`config.mk`:
```
export PLATFORM = sky130hd
export DESIGN_NAME = spi_reg_bank
export DESIGN_NICKNAME = d
export VERILOG_FILES = /design/src/hdl/spi_reg_pkg.sv /design/src/hdl/spi_reg_bank.sv
export SDC_FILE = /design/constraint.sdc
export NUM_CORES = 1
export LEC_CHECK = 0
export BUFFER_PORTS_ARGS = -buffer_cell sky130_fd_sc_hd__buf_4
export CAP_MARGIN = 30
export CORE_MARGIN = 2
export CORE_UTILIZATION = 65
export CTS_CLUSTER_SIZE = 20
export DETAILED_ROUTE_END_ITERATION = 6
export PLACE_DENSITY = 0.83
export SLEW_MARGIN = 20
export SYNTH_ARGS = -nofsm -noshare
export SYNTH_HDL_FRONTEND = slang
export SYNTH_SLANG_ARGS = --single-unit
```
`constraint.sdc`:
```
create_clock -name clk -period 2.9 [get_ports clk]
set_input_delay 0.145 -clock clk [delete_from_list [all_inputs] [get_ports clk]]
set_output_delay 0.145 -clock clk [all_outputs]
set_load 0.01 [all_outputs]
```
`src/hdl/spi_reg_pkg.sv`:
```
package spi_reg_pkg;

    //////////////////////////////////////////////////////////////////////
    // frame geometry
    //////////////////////////////////////////////////////////////////////

    // register address, msb first after the r/w flag
    localparam int ADDR_W     = 7;
    // data byte, last field of the frame
    localparam int DATA_W     = 8;
    // flag + address + data
    localparam int FRAME_BITS = 1 + ADDR_W + DATA_W;

    typedef logic [ADDR_W-1:0] reg_addr_t;
    typedef logic [DATA_W-1:0] reg_data_t;

    // read-only status byte, top of the address map
    localparam reg_addr_t STATUS_ADDR = 7'h7F;

    //////////////////////////////////////////////////////////////////////
    // block to block bundles
    //////////////////////////////////////////////////////////////////////

    // host pins after the synchronizer
    typedef struct packed {
        logic cs;
        logic sclk;
        logic mosi;
    } spi_pins_t;

    // single-cycle enables in clk
    typedef struct packed {
        logic sclk_rise;
        logic sclk_fall;
        logic cs_end;
    } spi_edges_t;

    // one register access, strobes are single pulses
    typedef struct packed {
        logic      rd_stb;
        logic      wr_stb;
        reg_addr_t addr;
        reg_data_t wdata;
    } reg_req_t;

endpackage

```
`src/hdl/spi_reg_bank.sv`:
```
`timescale 1ns/100ps

module spi_reg_bank #(
    parameter int NUM_REGS = 16
) (
    input  logic                   clk,
    input  logic                   reset_n,
    input  spi_reg_pkg::reg_req_t  req,
    input  spi_reg_pkg::reg_data_t status_in,
    output spi_reg_pkg::reg_data_t rdata,
    output spi_reg_pkg::reg_data_t ctrl_out
);
    import spi_reg_pkg::*;

    // index bits for the storage array, at least one
    localparam int IDX_W = (NUM_REGS > 1) ? $clog2(NUM_REGS) : 1;

    reg_data_t        regs [NUM_REGS];
    logic [IDX_W-1:0] idx;
    // address hits the r/w storage
    logic             in_range;
    reg_data_t        rd_mux;

    assign idx      = req.addr[IDX_W-1:0];
    assign in_range = (req.addr < reg_addr_t'(NUM_REGS));

    //////////////////////////////////////////////////////////////////////
    // storage
    //////////////////////////////////////////////////////////////////////

    // out of range writes fall through, status included
    always_ff @(posedge clk) begin
        if (!reset_n) begin
            for (int i = 0; i < NUM_REGS; i++) begin
                regs[i] <= '0;
            end
        end else if (req.wr_stb && in_range) begin
            regs[idx] <= req.wdata;
        end
    end

    //////////////////////////////////////////////////////////////////////
    // read back
    //////////////////////////////////////////////////////////////////////

    // status first, then storage, anything else reads 0
    always_comb begin
        if (req.addr == STATUS_ADDR) begin
            rd_mux = status_in;
        end else if (in_range) begin
            rd_mux = regs[idx];
        end else begin
            rd_mux = '0;
        end
    end

    // valid the cycle after the read strobe
    always_ff @(posedge clk) begin
        if (req.rd_stb) begin
            rdata <= rd_mux;
        end
    end

    // register 0 out to the fabric, one register delay
    always_ff @(posedge clk) begin
        if (!reset_n) begin
            ctrl_out <= '0;
        end else begin
            ctrl_out <= regs[0];
        end
    end

endmodule

```
Word-level counts from Yosys, hierarchy flattened
Memory sizes are Yosys's and may differ from the RTL's. A register that Yosys moved wholly into a read port is not among the register bits.
Index checks and enable logic that the tools add are counted.
{ "totals": {"latch_bits": 0, "ram_bits": 128, "ff_bits": 8, "rom_bits": 0, "word_cells": 16, "memories": 1} }
{ "op_classes": {"n_mux": 9, "magnitude_cmp": 1, "reduce_logical": 3, "bitwise_logic": 0, "n_shift": 0, "n_div": 0, "n_addsub": 0, "multipliers": 0, "eq_ne": 1} }
{ "memory_table": {"columns": ["memory", "words", "word_bits", "read_ports", "rd_ports_with_merged_regs", "write_ports", "line", "rtl"], "rows": [
  ["regs", 16, 8, 2, 1, 16, "spi_reg_bank.sv:18", "reg_data_t regs [NUM_REGS];"]
]} }
{ "op_table": {"columns": ["op", "count"], "rows": [
  ["8-bit two-way mux", 3],
  ["8-bit OR reduction", 1],
  ["7-bit equality test, second input constant", 1],
  ["7-bit by 5-bit less-than comparator with 1-bit output, second input constant", 1],
  ["1-bit two-way mux", 5],
  ["4-bit two-way mux", 1],
  ["1-bit logical AND", 1],
  ["1-bit logical NOT", 1]
]} }

Logic depth before layout (Yosys ltp)
{ "depth": {"ltp_word": 7, "mapped_depth": 7, "mapped_depth_nobuf": 4} }

Least setup slack after synthesis
Ideal clock, no wire load.
{ "synth_timing": {"kind": "input port to flip-flop", "startpoint": "input req[14] (netlist name)", "endpoint": "memory regs[6][0] (netlist name), enable pin", "required_ns": 2.516, "stages": 4, "t_arrival_ns": 1.428, "path_slack_ns": 1.088, "path_buffers": 1, "setup_ns": 0.384, "cell_sequence": "nor3_4 -> buf_4 -> nand4b_4 -> o21ai_0"} }
{ "synth_rtl": {"columns": ["element", "line", "rtl"], "rows": [
  ["start, declared", "spi_reg_bank.sv:8", "input spi_reg_pkg::reg_req_t req,"],
  ["end, declared", "spi_reg_bank.sv:18", null]
]} }

==> metrics <==
switching power=0.00107 W; Top FF cell, synth=edfxtp_1; area grow syn2layout=17.4%; Final ANT Viol Nets=0; CTS H-Tree Depth=4; worst hold-check path type=in2reg; required time of the critical path=3.09 ns; switch share=21.6%; CTS Buf Count=17; Design Power=0.00493 W; top-count cell post-synth=and2_1; warnings from Yosys=0; xor-xnor portion of the synthesized cell area=0%; CP endpoint kind=flop; nets@finish=539; Crit Path Class=in2reg; CTS tree=done; compound-cell area share of the yosys netlist=3.76%; setup TNS=0 ns; Post-synth EDFFs=136; max cap viols=0; arrival time at the worst endpoint=2.20 ns; per-cell routed wire length=23.5 microns; Starting Density=67.4%; sequential share of power=48.9%; Core Region=9860 sq um; Starting DRT DRC Count=447; synthesized cell area=6650 sq um; Yosys cell types=26; GRT overflow=0; global-route wire length before repair=24,100 microns; Power per Cell Area=632 nW/um^2; Post-Syn Area per Cell=14.6 sq um; RSZ-0062 raised after global routing=false; total number of vias=4,116; final wirelength=15,400 microns; power share of the combinational group=7.0%; Max Clk Rate=0.498 GHz; max-slew violations=0; Port Buffers=42; RD Place Congestion=0.817; Final Cycle Share=69.2%; Syn Inst Count=454; internal power=0.00387 W; Finish-stage setup viols=0; post-CTS sizing=0; DIE WIDTH=105 microns; # DRC=0; Clock Root Buffer=clkbuf_8; status=finished, final reports clean; leading area contributor after synthesis=edfxtp_1; HPWL Detailed=9410 microns; Inserted Diodes=0; register area share after synthesis=63.8%; die height=105 microns; Clock transition at path regs=0.06 ns; mux contribution to synthesized area=10.2%; Critical Path Start Type=primary input; Clock Skew=0.0113 ns; Longest Clk Path Bufs=2; Synth Area in Simple Gates=20.1%; Slew @ Worst Pin=0.867 ns; crit-path max FO=25; Slew headroom=42.2%; DR pass1 iterations=5; die area=11,100 sq um; Seq cells post-synth=144; top cells by count, synth=and2_1 (138), edfxtp_1 (136), mux2i_1 (32), nand3_1 (25); leakage power=2.92 nW; Yosys top cell area share=61.4%; GRT Resource Usage Total=30.4%; initial antenna violation count=0; share of layout cells above drive strength 1=24.0%; Final Hold Fails=0; vias in the first global route=4,205; Adder-Cell Fraction of Synth Area=0%; setup bufs post-CTS=0; top cells by area, synth=edfxtp_1 (61%), and2_1 (13%), mux4_2 (5.4%), mux2i_1 (4.8%), dfxtp_1 (2.4%); largest net degree at the start of global routing=54; ys async rst share=0%; largest family of logic cells by synthesized area=simple AND/OR/NAND/NOR gates; clk sinks=144; syn nets=481; DR vias/cell=6.26; worst vdd ir=0.413 mV; Clock power frac=44.1%; Skew-Pair Late Insertion Delay=0.53 ns; Ports=43; Row Count=36; Hold-fix buffers, CTS=10; min cycle time layout=2.01 ns
## worst paths after layout
path / from / depth (start not counted) / slack [ns] / end
setup / recovery: reset_n / 6 / 0.89 / regs[3][5]
hold / removal: req[3] / 2 / 0.06 / regs[7][3]
setup reg to reg: regs[12][5] / 3 / 1.36 / rdata[5]
hold reg to reg: regs[0][6] / 1 / 0.51 / ctrl_out[6]
## sequential cells by signal (all words and copies together), names as in the netlist
signal	cells
ctrl_out	8
regs	128
rdata	8
## worst max-delay path: stages
cell           delay (ns)
dlygate4sd3_1        0.53
buf_4                0.26
and2_2               0.33
nand4_4              0.22
nor3_4               0.31
nand2b_1             0.39
## area by class of cell
class,count,area [sq um]
flip-flops and latches,144,4240
multi-input cells,283,2270
clock buffers,27,577
well taps,133,166
repair buffers,66,518
fillers,551,2060
clock inverters,5,31.3
## metrics by stage
stage                     cells  util [%]  hold slack, ns  setup WS, ns  area [sq um]
after global placement      615      71.9           0.437         0.829          7090
final                       658      79.1          0.0618         0.892          7800
after global routing        658      79.1          0.0477         0.760          7800
after CTS                   657      79.0          0.0363         0.920          7800
after detailed placement    615      71.9           0.438         0.730          7090
after floorplan             454         -           0.257          1.09          6650
## power by group through the flow
| stage | combinational, W | sequential (W) | clock, W |
|---|---|---|---|
| final | 0.000345 | 0.00241 | 0.00218 |
| after CTS | 0.000343 | 0.00241 | 0.00219 |
| after global routing | 0.000365 | 0.00242 | 0.00227 |
| after detailed placement | 0.000326 | 0.00245 | 0 |
| after global placement | 0.000318 | 0.00245 | 0 |
| after floorplan | 0.000192 | 0.00244 | 0 |
## metal layers
layer / GRT usage (%) / wire length (microns) / vias up
met3: 6.80 / 1320 / 35
met4: 11.2 / 367 / 0
met5: 0 / 0 / -
met2: 49.0 / 7820 / 259
li1: - / - / 1807
met1: 40.8 / 5950 / 2015
## cell families (layout without fill, tap and decap cells)
logic type / count (synthesis) / after routing
buf+inv: 27 / 98
mux: 48 / 48
flops: 144 / 144
simple gates: 199 / 199
compound gates: 36 / 36
## cells in the final DEF (no fill, tap or decap), types with 3 or more instances in the layout
cell / Yosys / layout
a22oi_1: 16 / 16
a32oi_1: 8 / 8
and2_1: 138 / 138
buf_4: 9 / 55
clkbuf_16: 0 / 20
clkbuf_8: 0 / 5
dfxtp_1: 8 / 8
dlygate4sd3_1: 0 / 10
edfxtp_1: 136 / 136
mux2i_1: 32 / 32
mux4_2: 16 / 16
nand2b_1: 6 / 6
nand3_1: 25 / 25
nor2_2: 12 / 12
nor2b_1: 3 / 3
nor3_4: 5 / 5
o21ai_0: 12 / 12
Note: power is estimated with default switching activity, not from simulation.
