$ cat src/hdl/spi_reg_pkg.sv
package spi_reg_pkg;

    //////////////////////////////////////////////////////////////////////
    // frame geometry
    //////////////////////////////////////////////////////////////////////

    // register address, msb first after the r/w flag
    localparam int ADDR_W     = 7;
    // data byte, last field of the frame
    localparam int DATA_W     = 8;
    // flag + address + data
    localparam int FRAME_BITS = 1 + ADDR_W + DATA_W;

    typedef logic [ADDR_W-1:0] reg_addr_t;
    typedef logic [DATA_W-1:0] reg_data_t;

    // read-only status byte, top of the address map
    localparam reg_addr_t STATUS_ADDR = 7'h7F;

    //////////////////////////////////////////////////////////////////////
    // block to block bundles
    //////////////////////////////////////////////////////////////////////

    // host pins after the synchronizer
    typedef struct packed {
        logic cs;
        logic sclk;
        logic mosi;
    } spi_pins_t;

    // single-cycle enables in clk
    typedef struct packed {
        logic sclk_rise;
        logic sclk_fall;
        logic cs_end;
    } spi_edges_t;

    // one register access, strobes are single pulses
    typedef struct packed {
        logic      rd_stb;
        logic      wr_stb;
        reg_addr_t addr;
        reg_data_t wdata;
    } reg_req_t;

endpackage

$ cat src/hdl/spi_pin_sync.sv
`timescale 1ns/100ps

module spi_pin_sync (
    input  logic                    clk,
    input  logic                    reset_n,
    input  logic                    spi_cs0,
    input  logic                    spi_clk,
    input  logic                    spi_mosi,
    output spi_reg_pkg::spi_pins_t  pins,
    output spi_reg_pkg::spi_edges_t edges
);
    import spi_reg_pkg::*;

    // raw host pins bundled for the sampling chain
    spi_pins_t pin_raw;
    // two-flop synchronizer stages
    spi_pins_t sync1;
    spi_pins_t sync2;
    // previous value, compared against sync2
    spi_pins_t sync3;

    assign pin_raw.cs   = spi_cs0;
    assign pin_raw.sclk = spi_clk;
    assign pin_raw.mosi = spi_mosi;

    //////////////////////////////////////////////////////////////////////
    // three-stage sampling of all host pins
    //////////////////////////////////////////////////////////////////////

    always_ff @(posedge clk) begin
        if (!reset_n) begin
            sync1 <= '0;
            sync2 <= '0;
            sync3 <= '0;
        end else begin
            sync1 <= pin_raw;
            sync2 <= sync1;
            sync3 <= sync2;
        end
    end

    // third stage lines up with the registered enables
    assign pins = sync3;

    //////////////////////////////////////////////////////////////////////
    // edge enables
    //////////////////////////////////////////////////////////////////////

    always_ff @(posedge clk) begin
        if (!reset_n) begin
            edges <= '0;
        end else begin
            // spi_clk edges only count while selected
            edges.sclk_rise <= sync2.sclk & ~sync3.sclk & sync2.cs;
            edges.sclk_fall <= ~sync2.sclk & sync3.sclk & sync2.cs;
            // select dropped, end of frame
            edges.cs_end    <= ~sync2.cs & sync3.cs;
        end
    end

endmodule

$ cat config.mk
export PLATFORM = sky130hd
export DESIGN_NAME = spi_pin_sync
export DESIGN_NICKNAME = d
export VERILOG_FILES = /design/src/hdl/spi_reg_pkg.sv /design/src/hdl/spi_pin_sync.sv
export SDC_FILE = /design/constraint.sdc
export NUM_CORES = 1
export LEC_CHECK = 0
export BUFFER_PORTS_ARGS = -buffer_cell sky130_fd_sc_hd__buf_2
export CORE_AREA = 2 2 39 41
export DETAILED_ROUTE_END_ITERATION = 10
export DIE_AREA = 0 0 41 43
export PLACE_DENSITY = 0.56
export SLEW_MARGIN = 5
export SYNTH_ARGS = -nofsm -noshare
export SYNTH_HDL_FRONTEND = slang
export SYNTH_SLANG_ARGS = --single-unit
$ cat constraint.sdc
create_clock -name clk -period 0.8 [get_ports clk]
set_input_delay 0.08 -clock clk [delete_from_list [all_inputs] [get_ports clk]]
set_output_delay 0.08 -clock clk [all_outputs]
set_load 0.01 [all_outputs]
# [Yosys cells after proc, flatten, opt, wreduce, memory -nomap -nowiden]
# Index checks and enable logic that the tools add are counted.
[word_totals] output_inout_bits=6 ff_bits=12 word_cells=20 in_bits=5
[op_classes] bitwise=8
[op_table] cell="1-bit AND" n=5
[op_table] cell="1-bit NOT" n=3

# [Longest topological paths before layout]
# Gate-level depths: netlist (run 1).
[depth] depth_word=3 mapped_depth=2 mapped_depth_nobuf=1

# [Least setup slack after synthesis (run 1)]
# Ideal clock, no wire load.
[synth_timing] path_kind="reg2reg" startpoint="reg sync3, in the netlist pins[1]" endpoint="reg edges[2] in the netlist's numbering" n_path_buf=0 t_arrival_ps=551 period_less_slack_ps=667 slack_ps=133 path_stages_with_launch=2 cell_sequence="dfxtp_1 > and4b_1"
[synth_between] elab_chain_cells=3
[synth_rtl] item="start, declared" line_no="spi_pin_sync.sv:20" source="spi_pins_t sync3;"
[synth_rtl] item="start signal, assigned" line_no="spi_pin_sync.sv:38" source="sync3 <= sync2;"
[synth_rtl] item="1-bit NOT" line_no="spi_pin_sync.sv:54" source="edges.sclk_rise <= sync2.sclk & ~sync3.sclk & sync2.cs;"
[synth_rtl] item="1-bit AND (2 in a row)" line_no="spi_pin_sync.sv:54"
[synth_rtl] item="end, declared" line_no="spi_pin_sync.sv:10" source="output spi_reg_pkg::spi_edges_t edges"
# No other way between the ends.
# A chain may end at the register's enable or synchronous reset.

# [Worst setup path in the final report (run 1)]
[layout_timing] startpoint="reg sync3, in the netlist pins[1]" endpoint="out pins[1] in the netlist's numbering"
[layout_rtl] item="end, declared" line_no="spi_pin_sync.sv:9" source="output spi_reg_pkg::spi_pins_t pins,"
# No word-level cell between the ends.

==> out/results.ini, run 1 <==
[synthesis]
yosys_register_bits = 12
yosys_most_used_dff = dfxtp_1
ys_top_cells_by_area = dfxtp_1 (71%), and2_1 (17%), and4b_2 (3.3%)
seq_area_frac_synth = 0.711
yosys-top-cells-count = dfxtp_1 (12), and2_1 (9)
syn_inst = 25
synthesis.area_sq_um = 338
yosys.cell_types.count = 6
ys.warnings.count = 0
synth.most_common_cell = dfxtp_1
yosys.area.top_type_share = 0.711
postSynth.asyncResetShare = 0
syn-mean-instance-area_sq_um = 13.5
syn-num-nets = 30
synth_top_area_cell = dfxtp_1
synth_edf_count = 0

[layout]
n_fill_cell = 158
design_area_sq_um = 455
final_nets = 45
drive_gt1_frac = 0.462
antenna_cells = 0
utilization = 0.329
final-instance-count-excl-fill = 55
area_growth_pct = 34.8

[routing]
routedLengthMet1_um = 200
drt-total-wl_um = 421
highest_layer = met3
routed_via_density = 3.73
drc = 0
antenna_left = 0
route.met3.wl_um = 42
via_count = 205
wl_per_cell_um = 7.65
dr.pass1.iters = 1
wl_met2_um = 178
drt_iter0_markers = 0

[critical_path]
start_kind = register
path_class = register to output port
crit-reg2reg-launch = pins[1]
crit_start = pins[1]
endpoint_kind = output port
critical_path_peak_fanout = 2
cp_slowest_stage_delay_ps = 330
critical_path.top_delay_family = flip-flops
cp.required_ps = 720
reg2reg_depth = 2
crit_path_top_delay_cell = dfxtp_2
cp.buffers_inverters = 1
cp_cell_sequence = buf_6
cp.depth = 1
arrival_ps = 700

[die]
die_area_sq_um = 1760
core-area_sq_um = 1380
start_util = 0.244
rows = 14
fp.dieH_um = 43
io_pins = 11
fp.dieW_um = 41

[outcome]
status = completed

[grt]
grt_pass1_vias = 188
grt_pass1_wl_um = 738
overflow = 0
antenna_found_initial = 0
grt.total_usage = 0.0677
grt_max_degree = 13

[place]
dp_hpwl_um = 295
post-place-cells = 50
place.gp.congestion = 0.576
postPlaceCellArea_sq_um = 397
port_buffers = 10

[power_and_ir_drop]
power_mw = 1.12
ir_drop_v = 0.000582
p_per_area_nw_per_um2 = 2470
p_leak_nw = 0.219

[clock_tree]
cts_hold_buf = 0
clk_pin_slew_ps = 70
worstSkewPairLatency_ps = 260
tritoncts = done
cts_made_buffers = 3
cts.path.max_buffers = 2
cts.sinks = 12
cts_max_level = 1
root_buffer = clkbuf_4

[timing]
period_minus_slack_ps = 777
fmax_mhz = 1290
slew_viol_final = 0
hold_violations = 0
setup_viol = 0
setup_tns_ps = 0
max_slew_margin = 0.901
grt_setup_unrepaired = yes
finalCritPeriodShare = 0.971
clock_skew_ps = 0.458
tightestPinTransition_ps = 149

[hold_path]
min_from = spi_cs0
min_path_type = input port to register
worstHoldPathCells = 2

[job]
drv_cap = 0

sequential cells by signal, summed over array words and instances (netlist names):
register  count
edges         3
sync2         3
sync1         3
pins          3
worst paths after layout:
check             end  slack, ps
min          sync1[2]         10
max           pins[1]         20
max reg2reg  edges[1]         60
min reg2reg  sync2[0]        440
worst reg2reg max path, cell delays in order, from the launching register on:
cell and delay, ps:
dfxtp_2 330, buf_4 120, and4b_2 190
area by class of cell:
type / count / area [sq um] / area share
multi-input combinational: 12 / 86.3 / 0.190
sequential: 12 / 243 / 0.533
tap: 16 / 20.0 / 0.0440
timing repair buffer: 11 / 70.1 / 0.154
clock buffer: 4 / 36.3 / 0.0797
where the power goes:
group          switching [mW]  internal (mW)  leakage [nW]
Clock                   0.186          0.276        0.0210
Combinational          0.0151         0.0247        0.0987
Sequential            0.00596          0.617        0.0992
placed cells by master (no fill, tap or decap), drive strengths merged:
cell    Yosys  final
dfxtp      12     12
buf         1     11
and2        9      9
clkbuf      0      4
and4b       2      2
and3b       1      1
per-layer routing:
layer	GRT usage	vias to the layer above
met3	0.0471	0
met5	0	-
li1	-	109
met2	0.0813	8
met1	0.0757	88
met4	0.0600	0
per-stage QoR:
stage	hold slack, ps	worst slack, ps
floorplan	202	133
global placement	279	170
detailed placement	285	149
CTS	1.52	9.32
global route	7.16	-29.2
finish	11.1	23.0
timing repair:
| action | 4_1_cts | 5_1_grt |
|---|---|---|
| gates cloned | 0 | 0 |
| setup endpoints to repair | 2 | 6 |
| pin swaps | 0 | 0 |
| buffers inserted | 1 | 0 |
| resized for setup | 4 | 0 |
kinds of logic (layout without fill, tap and decap cells):
group,count (synthesis),in the layout,synth area share
flip-flops,12,12,0.711
buffers and inverters,1,15,0.0333
AND/OR/NAND/NOR,12,12,0.256
Power figures use the tool's default switching activity.
==> inputs of run 2 (changes only) <==
--- a/config.mk
+++ b/config.mk
@@ -9,7 +9,6 @@
 export CORE_AREA = 2 2 39 41
 export DETAILED_ROUTE_END_ITERATION = 10
 export DIE_AREA = 0 0 41 43
-export PLACE_DENSITY = 0.56
 export SLEW_MARGIN = 5
 export SYNTH_ARGS = -nofsm -noshare
 export SYNTH_HDL_FRONTEND = slang
==> run 2 against run 1 <==
Core utilization increased by 0.090 points. Critical endpoint unchanged. Largest power group unchanged. Maximum frequency rose by 0.27%. Non-clock buffer count did not move.
==> out/results.ini, run 2 (synthesized netlist as in run 1, its figures left out) <==
[outcome]
status = completed

[place]
postPlaceCellArea_sq_um = 397
port_buffers = 10
place.gp.congestion = 0.565
post-place-cells = 50
place_ws_ps = 151

[power_and_ir_drop]
internal_power_mw = 0.816
p_per_area_nw_per_um2 = 2200
power_frac_clock = 0.338
power_frac_seq = 0.621
switching_share = 0.187
ir_drop_v = 0.000976
net-switching-power_mw = 0.188
combPwrFrac = 0.041
p_leak_nw = 0.214

[clock_tree]
tritoncts = done
cts_made_buffers = 3
clk_pin_slew_ps = 70
cts.sinks = 12
cts_max_level = 1
root_buffer = clkbuf_4
cts.path.max_buffers = 2
worstSkewPairLatency_ps = 260

[timing]
period_minus_slack_ps = 775
fmax_mhz = 1290
grt_setup_unrepaired = yes
finalCritPeriodShare = 0.969
setup_viol = 0
hold_violations = 0
fin_ws_ps = 25.1
clock_skew_ps = 2.71
max_slew_margin = 0.899
tightestPinTransition_ps = 152
setup_tns_ps = 0
slew_viol_final = 0

[critical_path]
worst-r2r-setup-slack_ps = 60
arrival_ps = 690
critical_path_peak_fanout = 2
cp.depth = 1
endpoint_kind = output port
crit_path_top_delay_cell = dfxtp_2
cp_cell_sequence = buf_6
r2r-end = edges[1]
cp.buffers_inverters = 1
cp_slowest_stage_delay_ps = 320
crit-reg2reg-launch = pins[1]
path_class = register to output port
critical_path.top_delay_family = flip-flops
reg2reg_depth = 2
cp.required_ps = 720
start_kind = register

[layout]
drive_gt1_frac = 0.500
regArea_sq_um = 245
n_fill_cell = 142
antenna_cells = 0
final_common_cell = and2_1
multi_input_area_sq_um = 86.3
utilization = 0.330
final_cell_mix = and2_1 (9), dfxtp_1 (8), buf_2 (6)
area_growth_pct = 35.2
design_area_sq_um = 457
final_nets = 45
final-instance-count-excl-fill = 54

[grt]
overflow = 0
antenna_found_initial = 0
grt.total_usage = 0.0626
grt_pass1_wl_um = 648
grt_pass1_vias = 168
grt_max_degree = 13

[routing]
routed_via_density = 3.81
dr.pass1.iters = 1
drc = 0
drt-total-wl_um = 432
wl_per_cell_um = 8.00
antenna_left = 0
drt_iter0_markers = 0
via_count = 206

[die]
fp.dieW_um = 41
io_pins = 11
die_area_sq_um = 1760
rows = 14
fp.dieH_um = 43
start_util = 0.244
core-area_sq_um = 1380

[hold_path]
min_from = spi_cs0
min_path_type = input port to register
worstHoldPathCells = 2
holdPathEnd = sync1[2]

[job]
drv_cap = 0

[run 2: changes by cell type in the layout (fill, tap and decap cells not counted), sizes merged]
| cell | before | now |
|---|---|---|
| clkbuf | 4 | 3 |
[run 2: metrics by stage]
step | hold slack, ps | total power [mW]
floorplan | 202 | 0.658
global placement | 282 | 0.671
detailed placement | 281 | 0.672
CTS | 6.41 | 1.02
global route | 3.94 | 1.07
finish | 17.5 | 1.00
[run 2: cell type report]
cell class | count | area share
Sequential cell | 12 | 0.537
Clock buffer | 3 | 0.0493
Tap cell | 16 | 0.0438
Timing Repair Buffer | 11 | 0.181
Multi-Input combinational cell | 12 | 0.189
[run 2: worst max-delay path by stage]
stage              from        to  slack [ps]
3_3_place_gp    pins[1]  edges[2]         170
6_report        pins[1]   pins[1]          30
3_5_place_dp   sync2[1]  edges[1]         150
4_1_cts         pins[1]   pins[1]         0.9
5_1_grt         pins[0]   pins[0]         -10
2_1_floorplan   pins[1]  edges[2]         130
[run 2: power by group through the flow]
stage                     clock network [mW]  logic, mW  registers [mW]
final                                  0.340     0.0411           0.624
after global routing                   0.399     0.0470           0.625
after CTS                              0.359     0.0360           0.622
after detailed placement                   0     0.0358           0.636
after global placement                     0     0.0351           0.635
after floorplan                            0     0.0205           0.638
[run 2: metal layers]
layer / up-vias / track usage / share of wire
met1: 86 / 0.0556 / 0.44
met2: 13 / 0.0844 / 0.41
met4: 0 / 0 / 0
met3: 0 / 0.0942 / 0.15
li1: 107 / - / -
met5: - / 0 / 0
[run 2: repair_timing]
action	4_1_cts	5_1_grt
setup buffers	0	1
hold buffers	0	0
setup endpoints to repair	1	6
gates resized for setup	1	7
