File: src/hdl/spi_reg_pkg.sv
package spi_reg_pkg;

    //////////////////////////////////////////////////////////////////////
    // frame geometry
    //////////////////////////////////////////////////////////////////////

    // register address, msb first after the r/w flag
    localparam int ADDR_W     = 7;
    // data byte, last field of the frame
    localparam int DATA_W     = 8;
    // flag + address + data
    localparam int FRAME_BITS = 1 + ADDR_W + DATA_W;

    typedef logic [ADDR_W-1:0] reg_addr_t;
    typedef logic [DATA_W-1:0] reg_data_t;

    // read-only status byte, top of the address map
    localparam reg_addr_t STATUS_ADDR = 7'h7F;

    //////////////////////////////////////////////////////////////////////
    // block to block bundles
    //////////////////////////////////////////////////////////////////////

    // host pins after the synchronizer
    typedef struct packed {
        logic cs;
        logic sclk;
        logic mosi;
    } spi_pins_t;

    // single-cycle enables in clk
    typedef struct packed {
        logic sclk_rise;
        logic sclk_fall;
        logic cs_end;
    } spi_edges_t;

    // one register access, strobes are single pulses
    typedef struct packed {
        logic      rd_stb;
        logic      wr_stb;
        reg_addr_t addr;
        reg_data_t wdata;
    } reg_req_t;

endpackage

File: src/hdl/spi_frame_slave.sv
`timescale 1ns/100ps

module spi_frame_slave (
    input  logic                    clk,
    input  logic                    reset_n,
    input  spi_reg_pkg::spi_pins_t  pins,
    input  spi_reg_pkg::spi_edges_t edges,
    input  spi_reg_pkg::reg_data_t  rdata,
    output spi_reg_pkg::reg_req_t   req,
    output logic                    miso_data,
    output logic                    miso_oe
);
    import spi_reg_pkg::*;

    // enough to count a full frame
    localparam int CNT_W = $clog2(FRAME_BITS + 1);

    // bits received in this frame
    logic [CNT_W-1:0] bit_cnt;
    // r/w flag, 1 = read
    logic             frame_rd;
    // last address bit just arrived
    logic             addr_stb;
    logic             rd_stb;
    // bank data valid this cycle
    logic             rd_stb_d;
    logic             wr_stb;
    reg_addr_t        addr_q;
    reg_data_t        wdata_q;
    // low bits hold the address, later the data byte
    reg_data_t        shift_in;
    reg_data_t        shift_out;

    //////////////////////////////////////////////////////////////////////
    // bit counter and address strobe
    //////////////////////////////////////////////////////////////////////

    // both clear while deselected
    always_ff @(posedge clk) begin
        if (!reset_n || !pins.cs) begin
            bit_cnt  <= '0;
            addr_stb <= 1'b0;
        end else begin
            addr_stb <= 1'b0;
            if (edges.sclk_rise) begin
                bit_cnt <= bit_cnt + 1'b1;
                // count ADDR_W means flag plus all address bits are in
                if (bit_cnt == CNT_W'(ADDR_W)) begin
                    addr_stb <= 1'b1;
                end
            end
        end
    end

    // flag from the first rising edge
    // held past the select drop for the write strobe
    always_ff @(posedge clk) begin
        if (!reset_n) begin
            frame_rd <= 1'b0;
        end else if (edges.sclk_rise && bit_cnt == '0) begin
            frame_rd <= pins.mosi;
        end
    end

    // mosi in, lsb end
    always_ff @(posedge clk) begin
        if (edges.sclk_rise) begin
            shift_in <= {shift_in[DATA_W-2:0], pins.mosi};
        end
    end

    //////////////////////////////////////////////////////////////////////
    // register strobes
    //////////////////////////////////////////////////////////////////////

    always_ff @(posedge clk) begin
        if (!reset_n) begin
            rd_stb   <= 1'b0;
            rd_stb_d <= 1'b0;
            wr_stb   <= 1'b0;
        end else begin
            rd_stb   <= addr_stb & frame_rd;
            rd_stb_d <= rd_stb;
            // write commits only once the whole frame is in
            wr_stb   <= edges.cs_end & ~frame_rd;
        end
    end

    // address and write data, aligned with their strobes
    always_ff @(posedge clk) begin
        if (addr_stb) begin
            addr_q <= shift_in[ADDR_W-1:0];
        end
        if (edges.cs_end) begin
            wdata_q <= shift_in;
        end
    end

    always_comb begin
        req.rd_stb = rd_stb;
        req.wr_stb = wr_stb;
        req.addr   = addr_q;
        req.wdata  = wdata_q;
    end

    //////////////////////////////////////////////////////////////////////
    // miso path
    //////////////////////////////////////////////////////////////////////

    // driver on from the data phase until deselect
    always_ff @(posedge clk) begin
        if (!reset_n || !pins.cs) begin
            miso_oe <= 1'b0;
        end else if (addr_stb) begin
            miso_oe <= 1'b1;
        end
    end

    // load read byte, then msb first on each falling edge
    // master samples on the following rising edge
    always_ff @(posedge clk) begin
        if (rd_stb_d) begin
            shift_out <= rdata;
        end else if (edges.sclk_fall && miso_oe) begin
            miso_data <= shift_out[DATA_W-1];
            shift_out <= {shift_out[DATA_W-2:0], 1'b0};
        end
    end

endmodule

File: config.mk
export PLATFORM = sky130hd
export DESIGN_NAME = spi_frame_slave
export DESIGN_NICKNAME = d
export VERILOG_FILES = /design/src/hdl/spi_reg_pkg.sv /design/src/hdl/spi_frame_slave.sv
export SDC_FILE = /design/constraint.sdc
export NUM_CORES = 1
export LEC_CHECK = 0
export ABC_CLOCK_PERIOD_IN_PS = 1100
export BUFFER_PORTS_ARGS = -buffer_cell sky130_fd_sc_hd__buf_2
export CAP_MARGIN = 20
export CORE_ASPECT_RATIO = 0.8
export CORE_MARGIN = 4
export CORE_UTILIZATION = 45
export DETAILED_ROUTE_END_ITERATION = 12
export GPL_TIMING_DRIVEN = 0
export PLACE_DENSITY = 0.71
export SLEW_MARGIN = 25
export SYNTH_ARGS = -nofsm -noshare
export SYNTH_HDL_FRONTEND = slang
export SYNTH_SLANG_ARGS = --single-unit
File: constraint.sdc
create_clock -name clk -period 1.1 [get_ports clk]
set_clock_uncertainty 0.15 [all_clocks]
set_input_delay 0.055 -clock clk [delete_from_list [all_inputs] [get_ports clk]]
set_output_delay 0.055 -clock clk [all_outputs]
set_load 0.02 [all_outputs]
-- Yosys cells after proc, flatten, opt, wreduce, memory -nomap -nowiden
Index checks and enable logic that the tools add are counted.
W data, S select, Z words.
- reductions and logical operators: 9
- add/subtract/negate cells: 1
- multiplexer cells: 3
- eq/ne operators: 1
- shift-type cells: 0
- div/mod/pow operators: 0
- bitwise operators: 5
- $lt $le $gt $ge: 0
- multiply operators: 0
- operator list (cell ; number):
    $mux W8 ; 2
    $add A5 B1 Y5 const B ; 1
    $eq A5 B3 Y1 const B ; 1
    $logic_not A5 Y1 ; 1
    $not A1 Y1 ; 3
    $and A1 B1 Y1 ; 2
    $logic_and A1 B1 Y1 ; 2
    $logic_not A1 Y1 ; 2
    $reduce_and A2 Y1 ; 1
    $reduce_bool A2 Y1 ; 1
    $reduce_or A2 Y1 ; 1
    $logic_or A1 B1 Y1 ; 1
    $mux W1 ; 1
- memory bits (read-only): 0
- memories: 0
- register bits: 43
- output and inout port bits: 19
- bits in writable memories: 0
- latch bits: 0
- word-level logic and storage cells: 31
- bits of input ports: 16

-- Depth between registers and ports, before layout
- word-level depth: 3
- mapped depth: 5
- mapped depth without buffers: 5

-- Least setup slack after synthesis
OpenSTA, ideal clock, no wires.
- path kind: flip-flop to flip-flop
- from: register miso_oe
- to: register shift_out[0], enable pin
- arrival time: 764 ps
- cell stages (with the launch flop): 3
- path buffers: 0
- setup slack: -149 ps
- data required time: 616 ps
- setup time: 334 ps
- clock period less this slack: 1249 ps
- path through: dfxtp_1 nand2_1 nand2b_1
- longest elaborated chain between the ends: 2
- RTL lines (element ; line ; source):
    start, declared ; spi_frame_slave.sv:11 ; output logic miso_oe
    start signal, assigned ; spi_frame_slave.sv:113 ; miso_oe <= 1'b0;
    start signal, assigned ; spi_frame_slave.sv:115 ; miso_oe <= 1'b1;
    $logic_and A1 B1 Y1 ; spi_frame_slave.sv:124 ; end else if (edges.sclk_fall && miso_oe) begin
    $reduce_bool A2 Y1 (no line) ; n/a ;
    end signal, assigned ; spi_frame_slave.sv:123 ; shift_out <= rdata;
    end signal, assigned ; spi_frame_slave.sv:126 ; shift_out <= {shift_out[DATA_W-2:0], 1'b0};
    end, declared ; spi_frame_slave.sv:32 ; reg_data_t shift_out;
Every way passes these cells.
A chain may end at the register's enable or synchronous reset.

-- Worst setup path after layout
- from: register rd_stb_d
- to: register shift_out[3], data pin
- longest elaborated chain between the ends: 1
- RTL lines (element ; line ; source):
    start, declared ; spi_frame_slave.sv:26 ; logic rd_stb_d;
    start signal, assigned ; spi_frame_slave.sv:83 ; rd_stb_d <= rd_stb;
    $mux W8 ; spi_frame_slave.sv:122 ; if (rd_stb_d) begin
Every way passes these cells.

==> flow_metrics.tcl <==
set metrics [dict create \
    final_nets 162 \
    overflow 0 \
    syn_avg_cell_area_sq_um 16.91 \
    drtIter0Drc 83 \
    cts_root_buf "clkbuf_8" \
    start_kind "register" \
    hold_viol_final 8 \
    finalSetupViolations 17 \
    die_h_um 59.73 \
    path_depth 2 \
    netlist_area_sq_um 1505 \
    slew_headroom 0.7191 \
    cellPowerDensity_nw_per_um2 1617 \
    dieArea_sq_um 4340 \
    n_antenna_cell 0 \
    critical_path_buf_inv_count 1 \
    rows 18 \
    crit_end "shift_out[3]$_DFFE_PP_" \
    grt_max_degree 14 \
    grt_pass1_vias 891 \
    r2r_start "rd_stb_d$_SDFF_PN0_" \
    syn-instance-count 89 \
    antenna_left 0 \
    violations "negative hold slack, negative setup slack" \
    max_freq_ghz 0.8412 \
    ctsHoldBuffers 12 \
    period_share 1.081 \
    setup_ws_ns -0.08880 \
    antenna_found_initial 0 \
    worstSetupStartpoint "rd_stb_d$_SDFF_PN0_" \
    routed_wirelength_um 2695 \
    mappedNetlistNets 107 \
    slew_viol_final 0 \
    area_delta_synth_final_pct 38.32 \
    cts.sink_count 43 \
    crit_family "flip-flops" \
    hold_depth 1 \
    clock_latency_ns 0.28 \
    io_pins 35 \
    grt_pass1_wl_um 4312 \
    clock_path_buffers 2 \
    fin_crit_ns 1.189 \
    wl_per_cell_um 14.57 \
    die_w_um 72.66 \
    gp_congestion 0.7119 \
    critPathArrivalTime_ns 1.07 \
    synth_cell_types 21 \
    timing.reg2reg.setup_slack_ns -0.09 \
    rsz0062_at_grt "yes" \
    synth_seq_area_share 0.7847 \
    via_per_inst 4.903 \
    numCtsBuffers 5 \
    start_util 0.4774 \
    required_ns 0.98 \
    hp-class "primary input to register" \
    worstPathMaxFanout 5 \
    maxCapViolations 0 \
    p_leak_nw 0.8275 \
    dpl.hpwl_um 1667 \
    drc 0 \
    synth.area.top_cells "edfxtp_1, dfxtp_1, mux2_1" \
    yosysWarnings 0 \
    dr.pass1.iters 4 \
    rr_worst_depth 2 \
    synth_top_area_cell "edfxtp_1" \
    slowest_delay_ns 0.35 \
    synth-seq-cells 43 \
    outcome "finished with violations" \
    synth.top_cell.area_share 0.6384 \
    layout-drive-gt1-share 0.4690 \
    peakVddDrop_v 0.001026 \
    fillers 230 \
    vias 907 \
    cp-end-kind "register" \
    crit_type "register to register" \
    r2r_end "shift_out[3]$_DFFE_PP_" \
    clk_pin_slew_ns 0.08 \
    tritoncts "done" \
    port_buffers 33 \
    tightest_slew_ns 0.4208 \
    coreArea_sq_um 3153 \
    cp_slowest_cell "dfxtp_2" \
    gr-usage-all-layers 0.1382 \
    holdWs_ns -0.01644 \
    p_total_mw 3.366 \
    cts_htree_levels 2 \
    worstPathCellList "buf_6 -> mux2_4" \
]
-- final cells by class --
type | count | area [sq um] | area share
Sequential cell | 43 | 1189 | 0.5709
Timing Repair Buffer | 48 | 317.8 | 0.1526
Inverter | 2 | 7.507 | 0.003606
Buffer | 4 | 37.54 | 0.01803
Tap cell | 40 | 50.05 | 0.02404
Clock buffer | 6 | 72.57 | 0.03486
Multi-Input combinational cell | 40 | 347.8 | 0.1671
Clock inverter | 2 | 60.06 | 0.02885
-- layer usage --
layer | up-vias | routed length, um | global-route usage | share of wire
li1 | 425 | - | - | -
met1 | 455 | 1111 | 0.1663 | 0.41
met2 | 22 | 1413 | 0.2352 | 0.52
met3 | 5 | 146 | 0.05546 | 0.054
met4 | 0 | 24 | 0.03158 | 0.0089
met5 | - | 0 | 0 | 0
-- stage by stage --
stage | setup slack [ns] | area (sq um) | TNS, ns | std cells | utilization
6_report | -0.08880 | 2082 | -0.7097 | 185 | 0.6603
5_1_grt | -0.1344 | 2082 | -1.355 | 185 | 0.6603
2_1_floorplan | -0.03589 | 1521 | -0.2534 | 89 | -
3_5_place_dp | -0.08804 | 1737 | -1.113 | 162 | 0.5508
4_1_cts | -0.07533 | 2068 | -0.5669 | 185 | 0.6560
3_3_place_gp | -0.07499 | 1737 | -0.7854 | 162 | 0.5508
-- timing repair --
item	CTS	global route
pin swaps	2	1
buffers inserted	2	0
endpoints found under the hold margin	36	8
gates cloned	1	0
resized for setup	15	5
setup endpoints to repair	19	22
-- where the power goes --
group | switching [mW] | leakage, nW | internal (mW)
logic | 0.0834 | 0.368 | 0.0861
registers | 0.0224 | 0.394 | 1.78
clock network | 0.484 | 0.0654 | 0.907
total | 0.589 | 0.827 | 2.78
-- cell families (layout without fill, tap and decap cells) --
group | after synthesis | count (layout) | share of synthesized area
flip-flops | 43 | 43 | 0.7847
AND/OR/NAND/NOR | 25 | 25 | 0.08396
multiplexers | 9 | 9 | 0.06567
XOR/XNOR | 4 | 4 | 0.02328
adder cells (fa/ha/maj) | 2 | 2 | 0.01662
buffers and inverters | 6 | 62 | 0.02576
-- synthesized netlist by cell type --
cell type  count
mux2i_1        2
dfxtp_1       11
nand2_2        2
nor4_2         1
buf_2          1
nor2_1         9
xnor2_1        1
edfxtp_1      32
inv_1          2
nand2b_1       1
and3_1         1
nand3_1        1
buf_6          1
nand4_1        2
and2_1         2
ha_1           2
nor4_1         1
buf_4          2
xor2_1         3
mux2_1         7
nand2_1        5
-- layout by cell type, fill, tap and decap left out --
cell type	Yosys	routed
nor2_1	9	9
dfxtp_2	0	6
mux2_4	0	7
bufinv_16	0	2
nand4_1	2	2
inv_2	0	2
dfxtp_1	11	5
nand2_1	5	5
clkbuf_8	0	5
and2_1	2	2
ha_2	0	1
buf_2	1	32
nor4_4	0	1
nand3_1	1	1
nor4_1	1	1
nand2b_4	0	1
mux2i_1	2	2
edfxtp_1	32	32
and3_1	1	1
ha_4	0	1
buf_4	2	4
clkbuf_1	0	1
nand2_2	2	1
nand2_4	0	1
buf_6	1	4
xnor2_1	1	1
dlygate4sd3_1	0	12
xor2_1	3	3
-- worst min path at each step --
| stage | from | to |
|---|---|---|
| 2_1_floorplan | pins[0] | shift_in[0]$_DFFE_PP_ |
| 3_3_place_gp | pins[0] | shift_in[0]$_DFFE_PP_ |
| 3_5_place_dp | pins[0] | shift_in[0]$_DFFE_PP_ |
| 4_1_cts | edges[2] | shift_in[3]$_DFFE_PP_ |
| 5_1_grt | edges[2] | shift_in[3]$_DFFE_PP_ |
| 6_report | edges[2] | shift_in[6]$_DFFE_PP_ |
-- flip-flops by register name, summed over array words and instances, names as in the netlist --
register / count
rd_stb: 1
wdata_q: 8
frame_rd: 1
wr_stb: 1
miso_oe: 1
addr_stb: 1
addr_q: 7
bit_cnt: 5
rd_stb_d: 1
shift_in: 8
shift_out: 8
miso_data: 1
Note: power is estimated with default switching activity, not from simulation.
